--- src/logic/memPkg.sv ---
package memPkg;

   ///////////////////////////////////////////////////////////////////////
   // Data and bus word layouts
   ///////////////////////////////////////////////////////////////////////

   // Bits are numbered 0 to 35 from the most significant end
   typedef logic [0:35] data36_t;

   // Address word presented by the bus master
   // Upper 16 bits are flags, low 20 bits are the address
   typedef struct packed {
      logic [0:2]   flags0;
      // Read cycle
      logic         busRead;
      logic         flag4;
      // Write cycle
      logic         busWrite;
      logic [6:9]   flags6;
      // IO space instead of memory
      logic         busIo;
      logic [11:15] flags11;
      logic [16:35] addr;
   } busWord_t;

   ///////////////////////////////////////////////////////////////////////
   // Memory Status Register
   ///////////////////////////////////////////////////////////////////////

   // Status word as the master writes it
   typedef struct packed {
      logic         eh;
      logic         unused1;
      logic         re;
      // Parity error, kept as written
      logic         pe;
      logic         ee;
      logic [5:11]  unused5;
      // Power fail, a zero here clears it
      logic         pf;
      logic [13:27] unused13;
      logic [28:34] fcb;
      // ECC disable, reads back inverted as EE
      logic         ed;
   } msrWrite_t;

   // Status word as the master reads it
   typedef struct packed {
      logic         eh;
      logic         ue;
      logic         re;
      logic         pe;
      logic         ee;
      logic [5:11]  ecp;
      logic         pf;
      logic         rsvd13;
      logic [14:35] era;
   } msrRead_t;

   // Same 36 bits, decoded differently on write and on read
   typedef union packed {
      msrWrite_t wr;
      msrRead_t  rd;
   } msrWord_t;

   // IO address of the status register
   localparam logic [19:0] MSR_IO_ADDR = 20'o100000;

   // Command from the controller to the datapath
   typedef struct packed {
      logic ramWr;
      logic ramRd;
      logic msrWr;
      // Return the status register instead of SSRAM data
      logic selMsr;
   } memCmd_t;

endpackage

--- src/logic/memCtrl.sv ---
`timescale 1ns/10ps

module memCtrl #(
   parameter int memAddrBits = 15
) (
   input  logic             clk,
   input  logic             arstN,
   input  logic             busReq,
   input  memPkg::busWord_t busAddr,
   output logic             busAck,
   output memPkg::memCmd_t  cmd
);

   // Words behind the SSRAM, one spare bit so a full 20-bit array fits
   localparam logic [20:0] memWords = 21'd1 << memAddrBits;

   // Request is sampled in idle, command is live during issue,
   // acknowledge is registered on the way out of ack
   enum logic [2:0] {
      idle,
      issue,
      ack,
      waitRelease,
      reject
   } state;

   logic            isRead;
   logic            isWrite;
   logic            memHit;
   logic            ioHit;
   memPkg::memCmd_t nextCmd;

   ///////////////////////////////////////////////////////////////////////
   // Request decode
   ///////////////////////////////////////////////////////////////////////

   always_comb begin
      isRead  = busAddr.busRead;
      isWrite = busAddr.busWrite;

      // Memory cycle inside the implemented array
      memHit = !busAddr.busIo && (isRead || isWrite) &&
               ({1'b0, busAddr.addr} < memWords);

      // IO cycle, only the status register answers
      ioHit = busAddr.busIo && (isRead || isWrite) &&
              (busAddr.addr == memPkg::MSR_IO_ADDR);

      // Write takes priority if both flags are set
      nextCmd        = '0;
      nextCmd.ramWr  = memHit && isWrite;
      nextCmd.ramRd  = memHit && !isWrite;
      nextCmd.msrWr  = ioHit && isWrite;
      nextCmd.selMsr = ioHit;
   end

   ///////////////////////////////////////////////////////////////////////
   // Cycle sequencer
   ///////////////////////////////////////////////////////////////////////

   always_ff @(posedge clk or negedge arstN) begin
      if (!arstN) begin
         state  <= idle;
         cmd    <= '0;
         busAck <= 1'b0;
      end else begin
         // Command and acknowledge are both single-cycle pulses
         cmd    <= '0;
         busAck <= 1'b0;
         case (state)
            idle: begin
               if (busReq) begin
                  if (memHit || ioHit) begin
                     state <= issue;
                     cmd   <= nextCmd;
                  end else begin
                     // Nothing answers, master times out
                     state <= reject;
                  end
               end
            end
            // Datapath acts on the command at the end of this cycle
            issue: state <= ack;
            ack: begin
               state  <= waitRelease;
               busAck <= 1'b1;
            end
            // Master must drop the request before the next one
            waitRelease: begin
               if (!busReq) begin
                  state <= idle;
               end
            end
            reject: begin
               if (!busReq) begin
                  state <= idle;
               end
            end
            default: state <= idle;
         endcase
      end
   end

   // Acknowledge only answers a request that is still held
   assert property (@(posedge clk) disable iff (!arstN)
      $rose(busAck) |-> busReq)
      else $error("busAck rose without busReq");

   // Acknowledge is a one-cycle pulse
   assert property (@(posedge clk) disable iff (!arstN)
      busAck |=> !busAck)
      else $error("busAck held for two cycles");

endmodule

--- config.mk ---
export PLATFORM = sky130hd
export DESIGN_NAME = memCtrl
export DESIGN_NICKNAME = d
export VERILOG_FILES = /design/src/logic/memPkg.sv /design/src/logic/memCtrl.sv
export SDC_FILE = /design/constraint.sdc
export NUM_CORES = 1
export LEC_CHECK = 0
export BUFFER_PORTS_ARGS = -buffer_cell sky130_fd_sc_hd__clkbuf_2
export CAP_MARGIN = 20
export CORE_MARGIN = 2
export CORE_UTILIZATION = 28
export DETAILED_ROUTE_END_ITERATION = 8
export GPL_TIMING_DRIVEN = 0
export PLACE_DENSITY = 0.72
export SYNTH_ARGS = -nofsm -noshare
export SYNTH_HDL_FRONTEND = slang
export SYNTH_SLANG_ARGS = --single-unit
--- constraint.sdc ---
create_clock -name clk -period 0.9 [get_ports clk]
set_input_delay 0.135 -clock clk [delete_from_list [all_inputs] [get_ports clk]]
set_output_delay 0.135 -clock clk [all_outputs]
set_load 0.1 [all_outputs]
==> metrics.cfg, run 1 <==
[sta]
max_freq_ghz=0.877
slew_viol_final=0
layout_min_cycle_time_ps=1140
relSlewSlack_pct=81.7
fin_setup_tns_ps=-1220
tightestPinTransition_ps=272
skew_ps=4.77
setup_viol=11
period_share_pct=127
rsz0062_at_grt=yes
hold_violations=0
setup_ws_ps=-240
holdWs_ps=90.7

[critical_path]
reg2reg_depth=3
startpoint=busAddr[7]
reg2reg_slack_ps=-120
reg2reg_to=state[0]$_DFFE_PN0P_
worst-endpoint-arrival_ps=1270
setup.worst_path.end=state[2]$_DFFE_PN0P_
start_kind=input port
reg2reg_from=state[0]$_DFFE_PN0P_
critPathMaxFanout=2
path_class=in2reg
cp-end-kind=flip-flop
required_ps=1030

[global_routing]
grt_overflow=0
track_usage_pct=16.6
use_met1_pct=19.3
grt_util_met3_pct=1.63
grt_pass1_wl_um=1840
antenna_found_initial=0
grt_pass1_vias=449
grt.busiest_layer=met2
grt_max_degree=9
met2_usage_pct=31.3

[flow_run]
cap_violations=0

[status]
violations=negative setup slack
outcome=finished, violations left

[route]
detail-route-antenna-nets=0
routed_wirelength_um=1120
drt-initial-drc-count=3
wl_per_cell_um=12.3
via_per_inst=5.04
drc_errors=0
first_pass_iters=2
num_vias=459

[place]
placedInstanceArea_um2=582
port_buffers=30
dp_cells=84
hpwl_um=749
place_ws_ps=-510
finalWeightedCongestion=0.749

[cells_and_area]
utilization_pct=58.6
syn_to_final_growth_pct=99.3
drive_gt1_share_pct=64.5
nets=116
diodes=0
num-fill-cells=105
multi_input_area_um2=219
seq_area_um2=206
final_cell_count_no_fill=91
finalInstanceArea_um2=753

[power]
p_leak_nw=0.341
comb_power_share_pct=40.5
p_sw_share_pct=37.9
total_power_mw=1.43
ir_drop_mv=0.585
clockPowerShare_pct=20.4
internal_power_mw=0.886
seq_power_share_pct=39.1
p_sw_mw=0.541
p_per_area_nw_per_um2=1890

[yosys]
synth_cell_type_count=17
synth_commonest_cells=dfrtp_1, nor2_1, nor3_1, nor4_1, nand3_1
synth-async-reset-ratio_pct=100
synth_top_area_share_pct=53.0
synth_edf_count=0
syn_area_um2=378
synth_area_leaders=dfrtp_1, nor4_1, nor3_1
synth_cells=39
syn_area_per_cell_um2=9.69
synth-main-ff-cell=dfrtp_1
synth_top_cell_by_area=dfrtp_1
synth-seq-area-share_pct=53.0
yosys_warnings=0
yosysMostFrequentCell=dfrtp_1
synth-seq-cells=8
synth_nets=78

[cts]
cts_sinks=8
htree_levels=1
cts_tree=yes
root_buffer=clkbuf_4
clk_latency_ps=250
cts_buffer_depth=2
cts-buffers-inserted=3
cts.clk_slew.worst_paths_ps=60

[floorplan]
ios=44
core_um2=1280
rows=13
die_w_um=40.7
die_area_um2=1660
initial_core_util_pct=29.4
die-height_um=40.7

[worst_hold_path]
worstHoldPathType=in2reg

-- routing by layer --
metal,part of all wire [%],up-vias
li1,-,226
met1,39,211
met2,54,22
met3,7.3,0
met4,0,0
met5,0,-
-- flip-flops by register name, indices dropped and copies added, names as in the netlist --
name and cells:
cmd 4, state 3, busAck 1
-- cell families (layout without fill, tap and decap cells) --
family	after synthesis	count (layout)	share of synthesized area (%)
AO/OA/AOI/OAI	6	6	11.3
buffers and inverters	1	38	0.992
flip-flops	8	8	53.0
AND/OR/NAND/NOR	24	24	34.8
-- power groups by stage --
stage / Sequential (mW) / Combinational [mW] / Clock, mW
floorplan: 0.663 / 0.148 / 0
global placement: 0.539 / 0.396 / 0
detailed placement: 0.540 / 0.404 / 0
CTS: 0.543 / 0.483 / 0.300
global route: 0.570 / 0.633 / 0.319
finish: 0.557 / 0.578 / 0.291
-- worst max-delay path, cell delays in order --
cell      delay, ps
clkbuf_2         80
or4_4           530
nor2_4          120
a31oi_1         100
o311a_1         310
-- cells in the final DEF, fill, tap and decap left out --
master and instances:
nor4_4 1, buf_4 1, clkbuf_4 3, nor3b_1 1, inv_1 1, nand3_1 3, a31oi_1 2, nor2_4 1
nand4_1 1, or4_4 2, nor3_2 2, dfrtp_1 3, nand2_1 2, dlygate4sd3_1 1, nor2_2 2, clkbuf_16 5
o21ai_0 2, o311a_1 1, and3_1 1, clkbuf_1 1, buf_6 1, clkbuf_2 25, o211a_1 1, nor4_1 2
dfrtp_2 5, nor2_1 3, nor4_2 1, nor3_1 2
-- how the worst min path moves through the flow --
stage | startpoint | slack (ps) | end | cells past startpoint
6_report | busAddr[25] | 90 | cmd[2]$_DFF_PN0_ | 2
5_1_grt | busAddr[15] | 90 | cmd[2]$_DFF_PN0_ | 2
4_1_cts | busAddr[25] | 70 | cmd[2]$_DFF_PN0_ | 2
3_5_place_dp | arstN | -10 | state[0]$_DFFE_PN0P_ | 1
3_3_place_gp | arstN | -20 | state[0]$_DFFE_PN0P_ | 1
2_1_floorplan | arstN | -160 | busAck$_DFF_PN0_ | 0
-- layout make-up --
class | instances | area share [%]
Timing Repair Buffer | 33 | 37.0
Multi-Input combinational cell | 30 | 29.1
Inverter | 1 | 0.498
Sequential cell | 8 | 27.4
Tap cell | 15 | 2.49
Clock buffer | 4 | 3.49
-- what timing repair did --
item / 4_1_cts / 5_1_grt
resized for setup: 15 / 5
pin swaps: 4 / 2
endpoints found under the setup margin: 11 / 12
setup buffers: 1 / 1
hold buffers: 1 / 0
hold endpoints to repair: 8 / 0
(Power assumes the default switching activity.)
==> run 2, diff against run 1 <==
Settings changed: BUFFER_PORTS_ARGS -buffer_cell sky130_fd_sc_hd__clkbuf_2 to -buffer_cell sky130_fd_sc_hd__buf_2.
==> run 2 against run 1 <==
The flow still finishes with violations (negative setup slack); global-route usage fell by 1.8 points; clock power fell by 2%; critical path depth did not move; critical path type unchanged.
==> metrics.cfg, run 2 (synthesis gave the netlist of run 1 again) <==
[critical_path]
reg2reg_to=cmd[3]$_DFF_PN0_
critPathMaxFanout=2  ; unchanged
required_ps=1030  ; about the same
worst-endpoint-arrival_ps=1280  ; about the same
path_class=in2reg
startpoint=busAddr[3]
reg2reg_depth=3  ; unchanged
reg2reg_from=state[2]$_DFFE_PN0P_
cp-end-kind=flip-flop
start_kind=input port
reg2reg_slack_ps=-110  ; about the same

[cts]
clk_latency_ps=250  ; about the same
cts_sinks=8  ; unchanged
cts-buffers-inserted=3  ; unchanged
root_buffer=clkbuf_4
htree_levels=1  ; unchanged
cts_tree=yes
cts_buffer_depth=2  ; unchanged
cts.clk_slew.worst_paths_ps=50  ; about the same

[cells_and_area]
syn_to_final_growth_pct=92.7
top_regs=cmd: 4 flops, state: 3 flops, busAck: 1 flops
drive_gt1_share_pct=64.5  ; unchanged
utilization_pct=56.7  ; -1.9 points
layout_commonest_cell=buf_2
nets=116  ; unchanged
diodes=0  ; unchanged
largest_register_ffs=4  ; unchanged
num-fill-cells=106  ; +0.95%
final_cell_count_no_fill=91  ; unchanged
final_cell_mix=buf_2, dfrtp_2, nor2_1
largest_register=cmd

[global_routing]
grt_max_degree=9  ; unchanged
grt_overflow=0  ; unchanged
antenna_found_initial=0  ; unchanged
track_usage_pct=14.8  ; -1.8 points
grt_pass1_wl_um=1610  ; -12%
grt_pass1_vias=453  ; +0.89%

[sta]
tightestPinTransition_ps=236  ; -35.5 ps
layout_min_cycle_time_ps=1150  ; +8.85 ps
period_share_pct=128  ; +0.98 points
setup_viol=11  ; unchanged
slew_viol_final=0  ; unchanged
fin_setup_tns_ps=-1060  ; +164 ps
rsz0062_at_grt=yes
setup_ws_ps=-249  ; -8.85 ps
max_freq_ghz=0.871  ; -0.77%
skew_ps=4.59  ; -0.177 ps
relSlewSlack_pct=84.1  ; +2.4 points
hold_violations=0  ; unchanged

[route]
detail-route-antenna-nets=0  ; unchanged
via_per_inst=5.08  ; +0.65%
routed_wirelength_um=1000  ; -11%
drt-initial-drc-count=9  ; +6
drc_errors=0  ; unchanged
num_vias=462  ; +0.65%
wl_per_cell_um=11.0  ; -11%
first_pass_iters=4  ; +2

[worst_hold_path]
holdPathEnd=cmd[2]$_DFF_PN0_
worstHoldPathType=in2reg
worst_hold_startpoint=busAddr[30]
holdPathStages=2  ; unchanged

[flow_run]
cap_violations=0  ; unchanged

[power]
ir_drop_mv=0.784  ; +34%
comb_power_share_pct=37.2  ; -3.3 points
p_leak_nw=0.324  ; -5.1%
seq_power_share_pct=41.6  ; +2.5 points
p_sw_share_pct=37.4  ; -0.53 points
p_per_area_nw_per_um2=1840  ; -2.7%
clockPowerShare_pct=21.2  ; +0.8 points
internal_power_mw=0.840  ; -5.2%
p_sw_mw=0.501  ; -7.3%

[status]
violations=negative setup slack
outcome=finished, violations left

[place]
place_ws_ps=-521  ; -10.7 ps
hpwl_um=766  ; +2.4%
dp_cells=84  ; unchanged
finalWeightedCongestion=0.750  ; +0.15%
port_buffers=30  ; unchanged

[floorplan]
ios=44  ; unchanged
initial_core_util_pct=29.4  ; unchanged
die_area_um2=1660  ; unchanged
rows=13  ; unchanged
die-height_um=40.7  ; unchanged
die_w_um=40.7  ; unchanged
core_um2=1280  ; unchanged

[run 2: timing repair]
| item | CTS | global route |
|---|---|---|
| pin swaps | 2 | 2 |
| hold endpoints to repair | 8 | 0 |
| setup endpoints to repair | 11 | 11 |
| buffers inserted | 2 | 0 |
| gates resized for setup | 14 | 10 |
| hold buffers | 1 | 0 |
[run 2: cell type report]
cell class / instances / area [um2] / area share (%)
clock buffers: 4 / 26.3 / 3.61
inverters: 1 / 3.75 / 0.515
multi-input cells: 30 / 220 / 30.2
flip-flops and latches: 8 / 208 / 28.5
well taps: 15 / 18.8 / 2.58
repair buffers: 33 / 251 / 34.5
[run 2: how the worst max path moves through the flow]
stage                                 to  cells after the start
floorplan           state[2]$_DFFE_PN0P_                      4
global placement    state[2]$_DFFE_PN0P_                      5
detailed placement  state[2]$_DFFE_PN0P_                      5
finish              state[2]$_DFFE_PN0P_                      5
global route        state[2]$_DFFE_PN0P_                      5
CTS                 state[2]$_DFFE_PN0P_                      5
[run 2: critical path: stages]
cell	delay, ps
buf_6	90
or4_4	530
nor2_4	120
a31oi_1	100
o311a_1	300
[run 2: stage by stage]
stage	power, mW	hold WS [ps]	area [um2]
after floorplan	0.811	-161	413
after global placement	0.935	-22.4	582
after detailed placement	0.947	-24.0	582
after CTS	1.31	87.3	684
after global routing	1.43	104	728
final	1.34	96.4	728
[run 2: power groups by stage]
stage	clock (mW)	combinational, mW	sequential (mW)
after floorplan	0	0.148	0.663
after global placement	0	0.397	0.538
after detailed placement	0	0.403	0.544
after CTS	0.294	0.472	0.544
after global routing	0.313	0.545	0.571
final	0.284	0.499	0.558
[run 2: metal layers]
metal	track usage, %	part of all wire, %	vias up	wire length, um
met4	12.5	0.60	0	6
met5	0	0	-	0
met3	2.17	8.6	2	86
li1	-	-	224	-
met2	25.0	55	24	550
met1	16.0	36	212	359
