<file path="config.mk">
export PLATFORM = sky130hd
export DESIGN_NAME = ssramPort
export DESIGN_NICKNAME = d
export VERILOG_FILES = /design/src/logic/memPkg.sv /design/src/logic/ssramPort.sv
export SDC_FILE = /design/constraint.sdc
export NUM_CORES = 1
export LEC_CHECK = 0
export BUFFER_PORTS_ARGS = -buffer_cell sky130_fd_sc_hd__clkbuf_2
export CAP_MARGIN = 20
export CORE_AREA = 4 4 92 94
export CTS_CLUSTER_SIZE = 20
export DETAILED_ROUTE_END_ITERATION = 8
export DIE_AREA = 0 0 96 98
export GPL_TIMING_DRIVEN = 0
export PLACE_DENSITY = 0.71
export SETUP_SLACK_MARGIN = 0.15
export SKIP_LAST_GASP = 1
export SYNTH_ARGS = -nofsm -noshare
export SYNTH_HDL_FRONTEND = slang
export SYNTH_SLANG_ARGS = --single-unit
</file>
<file path="constraint.sdc">
create_clock -name clk -period 2.54 [get_ports clk]
set_input_delay 0.508 -clock clk [delete_from_list [all_inputs] [get_ports clk]]
set_output_delay 0.508 -clock clk [all_outputs]
set_load 0.05 [all_outputs]
</file>
<file path="src/logic/memPkg.sv">
package memPkg;

   ///////////////////////////////////////////////////////////////////////
   // Data and bus word layouts
   ///////////////////////////////////////////////////////////////////////

   // Bits are numbered 0 to 35 from the most significant end
   typedef logic [0:35] data36_t;

   // Address word presented by the bus master
   // Upper 16 bits are flags, low 20 bits are the address
   typedef struct packed {
      logic [0:2]   flags0;
      // Read cycle
      logic         busRead;
      logic         flag4;
      // Write cycle
      logic         busWrite;
      logic [6:9]   flags6;
      // IO space instead of memory
      logic         busIo;
      logic [11:15] flags11;
      logic [16:35] addr;
   } busWord_t;

   ///////////////////////////////////////////////////////////////////////
   // Memory Status Register
   ///////////////////////////////////////////////////////////////////////

   // Status word as the master writes it
   typedef struct packed {
      logic         eh;
      logic         unused1;
      logic         re;
      // Parity error, kept as written
      logic         pe;
      logic         ee;
      logic [5:11]  unused5;
      // Power fail, a zero here clears it
      logic         pf;
      logic [13:27] unused13;
      logic [28:34] fcb;
      // ECC disable, reads back inverted as EE
      logic         ed;
   } msrWrite_t;

   // Status word as the master reads it
   typedef struct packed {
      logic         eh;
      logic         ue;
      logic         re;
      logic         pe;
      logic         ee;
      logic [5:11]  ecp;
      logic         pf;
      logic         rsvd13;
      logic [14:35] era;
   } msrRead_t;

   // Same 36 bits, decoded differently on write and on read
   typedef union packed {
      msrWrite_t wr;
      msrRead_t  rd;
   } msrWord_t;

   // IO address of the status register
   localparam logic [19:0] MSR_IO_ADDR = 20'o100000;

   // Command from the controller to the datapath
   typedef struct packed {
      logic ramWr;
      logic ramRd;
      logic msrWr;
      // Return the status register instead of SSRAM data
      logic selMsr;
   } memCmd_t;

endpackage

</file>
<file path="src/logic/ssramPort.sv">
`timescale 1ns/10ps

module ssramPort (
   input  logic             clk,
   input  logic             arstN,
   input  memPkg::memCmd_t  cmd,
   input  memPkg::busWord_t busAddr,
   input  memPkg::data36_t  busDataIn,
   input  memPkg::data36_t  ssramDataIn,
   input  memPkg::data36_t  msrRead,
   output logic [19:0]      ssramAddr,
   output memPkg::data36_t  ssramDataOut,
   output logic             ssramWr,
   output memPkg::data36_t  busDataOut
);

   // Held read source for the acknowledge cycle
   logic selMsr;

   ///////////////////////////////////////////////////////////////////////
   // SSRAM pin registers
   ///////////////////////////////////////////////////////////////////////

   // Control side
   always_ff @(posedge clk or negedge arstN) begin
      if (!arstN) begin
         ssramWr <= 1'b0;
         selMsr  <= 1'b0;
      end else begin
         // Write strobe is one cycle, from the command pulse
         ssramWr <= cmd.ramWr;
         // Remember where the read data comes from
         if (cmd.ramRd || cmd.ramWr || cmd.selMsr) begin
            selMsr <= cmd.selMsr;
         end
      end
   end

   // Address and write data
   // Only loaded for memory cycles, IO leaves the SSRAM pins alone
   always_ff @(posedge clk) begin
      if (cmd.ramRd || cmd.ramWr) begin
         ssramAddr <= busAddr.addr;
      end
      if (cmd.ramWr) begin
         ssramDataOut <= busDataIn;
      end
   end

   ///////////////////////////////////////////////////////////////////////
   // Read data steering
   ///////////////////////////////////////////////////////////////////////

   // SSRAM output is ready one edge after the address,
   // which lands on the acknowledge cycle
   assign busDataOut = selMsr ? msrRead : ssramDataIn;

endmodule

</file>
==> results of run 1 <==
path summary, 6_finish.rpt:
check,to,slack [ns],depth (start not counted)
min reg2reg,selMsr$_DFFE_PN0P_,0.81,3
min in group asynchronous,ssramWr$_DFF_PN0_,0.51,2
max reg2reg,selMsr$_DFFE_PN0P_,1.60,3
max in group asynchronous,selMsr$_DFFE_PN0P_,1.93,2
max,busDataOut[13],0.49,4
min,ssramDataOut[14]$_DFFE_PP_,0.35,1
layout by cell type (no fill, tap or decap), drive strengths merged:
| master | synthesis | final |
|---|---|---|
| clkbuf | 0 | 234 |
| mux2 | 36 | 36 |
| buf | 4 | 4 |
| clkinv | 0 | 3 |
| dfrtp | 2 | 2 |
| dlygate4sd3 | 0 | 1 |
| clkinvlp | 0 | 3 |
| a21o | 1 | 1 |
| edfxtp | 56 | 56 |
| nor2 | 1 | 1 |
| inv | 1 | 2 |
cell families (layout without fill, tap and decap cells):
| logic type | Yosys count | count (layout) | synth area share, % |
|---|---|---|---|
| AND/OR/NAND/NOR | 1 | 1 | 0.161 |
| AO/OA/AOI/OAI | 1 | 1 | 0.322 |
| flip-flops | 58 | 58 | 74.2 |
| multiplexers | 36 | 36 | 22.0 |
| buffers and inverters | 5 | 247 | 3.22 |
per-stage QoR:
stage	std cells	setup slack, ns	hold WS (ns)	cell area (um2)	total power, mW
after floorplan	101	1.01	0.212	2330	1.76
after global placement	428	0.188	0.298	3590	1.99
after detailed placement	428	0.116	0.300	3590	2.00
after CTS	445	0.459	0.332	3760	2.72
after global routing	445	0.366	0.321	3760	2.82
final	445	0.491	0.353	3760	2.69
where the power goes:
| part | internal (mW) | leakage, nW | total (mW) | switching [mW] |
|---|---|---|---|---|
| logic | 0.234 | 1.26 | 0.811 | 0.577 |
| clock network | 0.349 | 0.0791 | 0.717 | 0.368 |
| registers | 1.14 | 0.579 | 1.16 | 0.0218 |
| total | 1.72 | 1.91 | 2.69 | 0.967 |
state kept, by name, summed over array words and instances, names as in the netlist:
name	cells
selMsr	1
ssramDataOut	36
ssramWr	1
ssramAddr	20
final cells by class:
class / instances / area share [%]
Inverter: 1 / 0.0997
Tap cell: 102 / 3.39
Timing Repair Buffer: 226 / 30.2
Sequential cell: 58 / 46.0
Clock buffer: 9 / 3.29
Buffer: 4 / 1.89
Clock inverter: 7 / 1.20
Multi-Input combinational cell: 38 / 14.0
worst register-to-register path, stage by stage (launching register included):
cell     delay (ns)
dfrtp_1        0.37
buf_6          0.16
buf_12         0.16
a21o_1         0.15
per-layer routing:
layer | part of all wire (%) | global-route usage [%]
met4 | 0.73 | 4.27
met5 | 0 | 0
met2 | 50 | 25.6
met3 | 15 | 7.70
met1 | 34 | 14.9
timing repair:
item	4_1_cts	5_1_grt
hold buffers	1	0
setup endpoints to repair	0	0
endpoints found under the hold margin	2	0
==> impl_metrics.tcl, run 1 <==
set metrics [dict create \
    tns_ns 0 \
    drt_pass1_iterations 4 \
    cts.clk_slew.worst_paths_ns 0.07 \
    cp_cell_sequence "buf_6 -> buf_12 -> mux2_4 -> clkbuf_2" \
    clock_sinks 58 \
    syn_inst 101 \
    post_drt_via_cell_ratio 4.12 \
    ff_latch_area_mm2 0.00173 \
    criticalPathCategory "reg2out" \
    status "completed" \
    seq_area_frac_synth_pct 74.2 \
    multi_input_area_um2 526 \
    htree_levels 3 \
    fin_crit_sh_pct 80.7 \
    slowest_stage "dfrtp_1" \
    grt_use_total_pct 14.7 \
    crit_arrival_ns 1.54 \
    ioPinCount 243 \
    drt_iter0_markers 69 \
    synthDominantAreaCellType "edfxtp_1" \
    areaGrowthSynthToFinish_pct 61.4 \
    crit_family "buffers and inverters" \
    critPathMaxStageDelay_ns 0.37 \
    hold_viol 0 \
    hold_start "busDataIn[14]" \
    syn_area_mm2 0.00233 \
    cts_tree "built" \
    grt_first_pass_wirelength_um 10100 \
    yosys_warnings 0 \
    powerDensity_mw_per_mm2 714 \
    synth_edf_count 56 \
    synthTopCellsByCount "56 x edfxtp_1, 29 x mux2_4, 7 x mux2_2, 3 x buf_12, 2 x dfrtp_1" \
    relSlewSlack_pct 43.2 \
    gpl.final_weighted_congestion 0.758 \
    syn_nets 251 \
    drive_gt1_share_pct 81.6 \
    synth_seq_cells 58 \
    rsz0062_at_grt "no" \
    cts_setup_buffers 0 \
    ir_worst_vdd_v 0.000396 \
    wire_per_inst_um 15.6 \
    coreArea_mm2 0.00765 \
    synthMostInstantiatedCell "edfxtp_1" \
    cts-root-buf "clkbuf_8" \
    die-height_um 98 \
    synth_top_area_share_pct 72.1 \
    route.vias.total 1834 \
    drt_wl_total_um 6940 \
    insertion_delay_ns 0.32 \
    numCtsBuffers 9 \
    max_freq_mhz 488 \
    cts_resized 0 \
    worstPathRequired_ns 2.03 \
    grt_max_degree 39 \
    fin_nets 488 \
    hpwlAfterDp_um 6050 \
    clk_path_buf_depth 2 \
    synth_flop_cell "edfxtp_1" \
    period_needed_ns 2.05 \
    start_kind "flip-flop" \
    synth_async_sr_flop_share_pct 3.45 \
    diodes 0 \
    die_area_mm2 0.00941 \
    r2r_start "selMsr$_DFFE_PN0P_" \
    final_core_util_pct 49.2 \
    grt_overflow 0 \
    antenna_found_initial 0 \
    drv_cap 0 \
    startpoint "selMsr$_DFFE_PN0P_" \
    portBuffers 225 \
    crit_buf_inv 3 \
    drv_slew 0 \
    path_max_fanout 10 \
    row_count 32 \
    worst_clock_skew_ns 0 \
    die_w_um 96 \
    grt_pass1_vias 2016 \
    p_leak_nw 1.91 \
    yosys-top-cells-area "edfxtp_1 72%, mux2_4 19%, mux2_2 3.4%" \
    hold_path.class "in2reg" \
    worst_pin_slew_ns 0.852 \
    start_util_pct 30.5 \
    synthDistinctLibCells 9 \
    drc_errors 0 \
    fillers 673 \
    drtAntennaViolNets 0 \
    avgSynthCellArea_um2 23.1 \
    cp-end-kind "primary output" \
    setup_viol 0 \
]
Note: power is estimated with default switching activity, not from simulation.
==> run 2, diff against run 1 <==
--- a/config.mk
+++ b/config.mk
@@ -5,14 +5,15 @@
 export SDC_FILE = /design/constraint.sdc
 export NUM_CORES = 1
 export LEC_CHECK = 0
+export ABC_AREA = 1
 export BUFFER_PORTS_ARGS = -buffer_cell sky130_fd_sc_hd__clkbuf_2
 export CAP_MARGIN = 20
-export CORE_AREA = 4 4 92 94
+export CORE_MARGIN = 4
+export CORE_UTILIZATION = 32
 export CTS_CLUSTER_SIZE = 20
 export DETAILED_ROUTE_END_ITERATION = 8
-export DIE_AREA = 0 0 96 98
 export GPL_TIMING_DRIVEN = 0
-export PLACE_DENSITY = 0.71
+export PLACE_DENSITY = 0.76
 export SETUP_SLACK_MARGIN = 0.15
 export SKIP_LAST_GASP = 1
 export SYNTH_ARGS = -nofsm -noshare
==> constraint.sdc (replaced) <==
create_clock -name clk -period 1.85 [get_ports clk]
set_input_delay 0.37 -clock clk [delete_from_list [all_inputs] [get_ports clk]]
set_output_delay 0.37 -clock clk [all_outputs]
set_load 0.05 [all_outputs]
==> run 2 against run 1 <==
Effect of this change:
- routed wire length is 14% higher
- total power rose by 56%
- worst setup slack lost 0.42 ns
- non-clock buffer count is 5 higher
- sequential share of layout area shrank 7.4 points
- final area is 19% higher
- die area down 5.0%
- largest power group unchanged
- first-iteration DRC count down 59%
- register-to-register slack worse by 0.65 ns
- hold slack got worse by 0.14 ns
==> impl_metrics.tcl, run 2 <==
set metrics [dict create \
    status "completed" \
    synthSimpleGateAreaFrac_pct 6.11 \
    gpl.final_weighted_congestion 0.802 \
    synthAdderAreaFrac_pct 0 \
    coreArea_mm2 0.00725 \
    crit_arrival_ns 1.41 \
    seq_area_frac_synth_pct 72.3 \
    ioPinCount 243 \
    relSlewSlack_pct 49.8 \
    cts.clk_slew.worst_paths_ns 0.06 \
    cts_tree "built" \
    p_leak_nw 2.21 \
    worst_pin_slew_ns 0.753 \
    insertion_delay_ns 0.32 \
    layout_commonest_cell "clkbuf_2" \
    period_needed_ns 1.78 \
    htree_levels 3 \
    yosys_warnings 0 \
    portBuffers 225 \
    rsz0062_at_grt "yes" \
    synth_top_family_by_area "compound AO/OA/AOI/OAI gates" \
    regMostFlops "ssramDataOut" \
    p_total_mw 4.19 \
    layoutNonFillerInstCount 521 \
    post_drt_via_cell_ratio 4.28 \
    largest_register_ffs 36 \
    hold_start "busAddr[19]" \
    switching_power_mw 1.43 \
    fillers 543 \
    drt_wl_total_um 7920 \
    syn_inst 179 \
    drt_iter0_markers 28 \
    grt_max_degree 39 \
    synth_flop_cell "edfxtp_1" \
    clk_path_buf_depth 2 \
    grt_first_pass_wirelength_um 10500 \
    worst_clock_skew_ns 0 \
    power_frac_comb_pct 33.2 \
    yosys-top-cells-area "edfxtp_1 70%, o21ai_2 10%, inv_1 6.0%" \
    final_core_util_pct 61.8 \
    tns_ns 0 \
    clock_sinks 58 \
    start_kind "flip-flop" \
    avgSynthCellArea_um2 13.4 \
    hold_viol 0 \
    synth_async_sr_flop_share_pct 3.45 \
    powerDensity_mw_per_mm2 936 \
    ir_worst_vdd_v 0.000296 \
    pwr-share-seq_pct 37.9 \
    drtAntennaViolNets 0 \
    p_int_mw 2.76 \
    synthMuxAreaShare_pct 0 \
    areaGrowthSynthToFinish_pct 87.0 \
    whs_ns 0.217 \
    synth_seq_cells 58 \
    hold_path.class "in2reg" \
    die_w_um 94.5 \
    drv_slew 0 \
    wire_per_inst_um 15.2 \
    cts-root-buf "clkbuf_8" \
    numCtsBuffers 9 \
    place_area_mm2 0.00366 \
    hpwlAfterDp_um 5920 \
    die_area_mm2 0.00894 \
    criticalPathCategory "reg2out" \
    fin_crit_sh_pct 96.0 \
    fin_nets 567 \
    swShare_pct 34.1 \
    worstPathRequired_ns 1.48 \
    synthTopCellsByCount "56 x edfxtp_1, 38 x inv_1, 38 x nand2_1, 28 x o21ai_2, 8 x buf_6" \
    synthMostInstantiatedCell "edfxtp_1" \
    path_max_fanout 10 \
    max_freq_mhz 563 \
    diodes 0 \
    setup_viol 0 \
    row_count 31 \
    die-height_um 94.5 \
    grt_pass1_vias 2254 \
    pwr-share-clk_pct 28.9 \
    grt_use_total_pct 15.8 \
    synth_xor_area_share_pct 0 \
    start_util_pct 33.0 \
    route.vias.total 2232 \
    syn_nets 329 \
    biggestRegsByFlops "ssramDataOut: 36 flops, ssramAddr: 20 flops" \
    syn_area_mm2 0.00240 \
    stdcell_area_mm2 0.00448 \
    antenna_found_initial 0 \
    place_ws_ns -0.368 \
    synthDominantAreaCellType "edfxtp_1" \
    startpoint "selMsr$_DFFE_PN0P_" \
    drc_errors 0 \
    grt_overflow 0 \
    drv_cap 0 \
    synth_edf_count 56 \
    drive_gt1_share_pct 66.6 \
    cp-end-kind "primary output" \
    mostFrequentLayoutCells "188 x clkbuf_2, 56 x edfxtp_1, 38 x inv_1, 38 x nand2_1, 36 x buf_8" \
    place_inst 503 \
    r2r_start "selMsr$_DFFE_PN0P_" \
    synth_compound_area_share_pct 11.9 \
    setup_ws_ns 0.0748 \
    synth_top_area_share_pct 70.2 \
    drt_pass1_iterations 4 \
    synthDistinctLibCells 9 \
]
==> run 2: power groups by stage <==
stage | Clock (mW) | Combinational (mW) | Sequential [mW]
2_1_floorplan | 0 | 0.420 | 2.00
3_3_place_gp | 0 | 1.13 | 1.61
3_5_place_dp | 0 | 1.14 | 1.62
4_1_cts | 1.24 | 1.27 | 1.59
5_1_grt | 1.32 | 1.45 | 1.60
6_report | 1.21 | 1.39 | 1.59
==> run 2: worst max-delay path, stage by stage, from the launching register on <==
cell      delay, ns
dfrtp_1        0.39
buf_8          0.16
buf_8          0.17
o21ai_4        0.16
clkbuf_8       0.20
==> run 2: cell families (layout without fill, tap and decap cells) <==
group           Yosys count  in the layout
simple gates             39             39
compound gates           36             36
flops                    58             58
buf+inv                  46            289
==> run 2: final cells by class <==
| class | instances | area [um2] | share of cell area (%) |
|---|---|---|---|
| clock buffers | 10 | 128 | 2.85 |
| clock inverters | 6 | 81.3 | 1.81 |
| inverters | 38 | 143 | 3.18 |
| flip-flops and latches | 58 | 1730 | 38.6 |
| plain buffers | 8 | 109 | 2.43 |
| well taps | 99 | 124 | 2.76 |
| multi-input cells | 75 | 683 | 15.2 |
| repair buffers | 227 | 1480 | 33.1 |
==> run 2: worst paths after layout <==
| check | to | slack [ns] | cells after the start |
|---|---|---|---|
| max in group asynchronous | selMsr$_DFFE_PN0P_ | 1.37 | 2 |
| min | ssramAddr[19]$_DFFE_PP_ | 0.22 | 1 |
| min in group asynchronous | ssramWr$_DFF_PN0_ | 0.38 | 2 |
| max reg2reg | selMsr$_DFFE_PN0P_ | 0.95 | 4 |
| max | busDataOut[29] | 0.07 | 4 |
| min reg2reg | selMsr$_DFFE_PN0P_ | 0.81 | 4 |
==> run 2: what timing repair did <==
| item | CTS | global route |
|---|---|---|
| pin swaps | 1 | 0 |
| hold buffers | 1 | 0 |
| hold endpoints to repair | 2 | 0 |
| setup buffers | 1 | 0 |
| setup endpoints to repair | 56 | 36 |
| gates resized for setup | 73 | 70 |
==> run 2: routing by layer <==
metal  vias to the layer above  track usage (%)  wire length (um)  part of all wire [%]
met5                         -                0                 0                     0
met2                       152             29.9              4290                    54
met1                      1006             15.7              2570                    32
met3                        11             5.26               919                    12
li1                       1063                -                 -                     -
met4                         0             6.49               142                   1.8
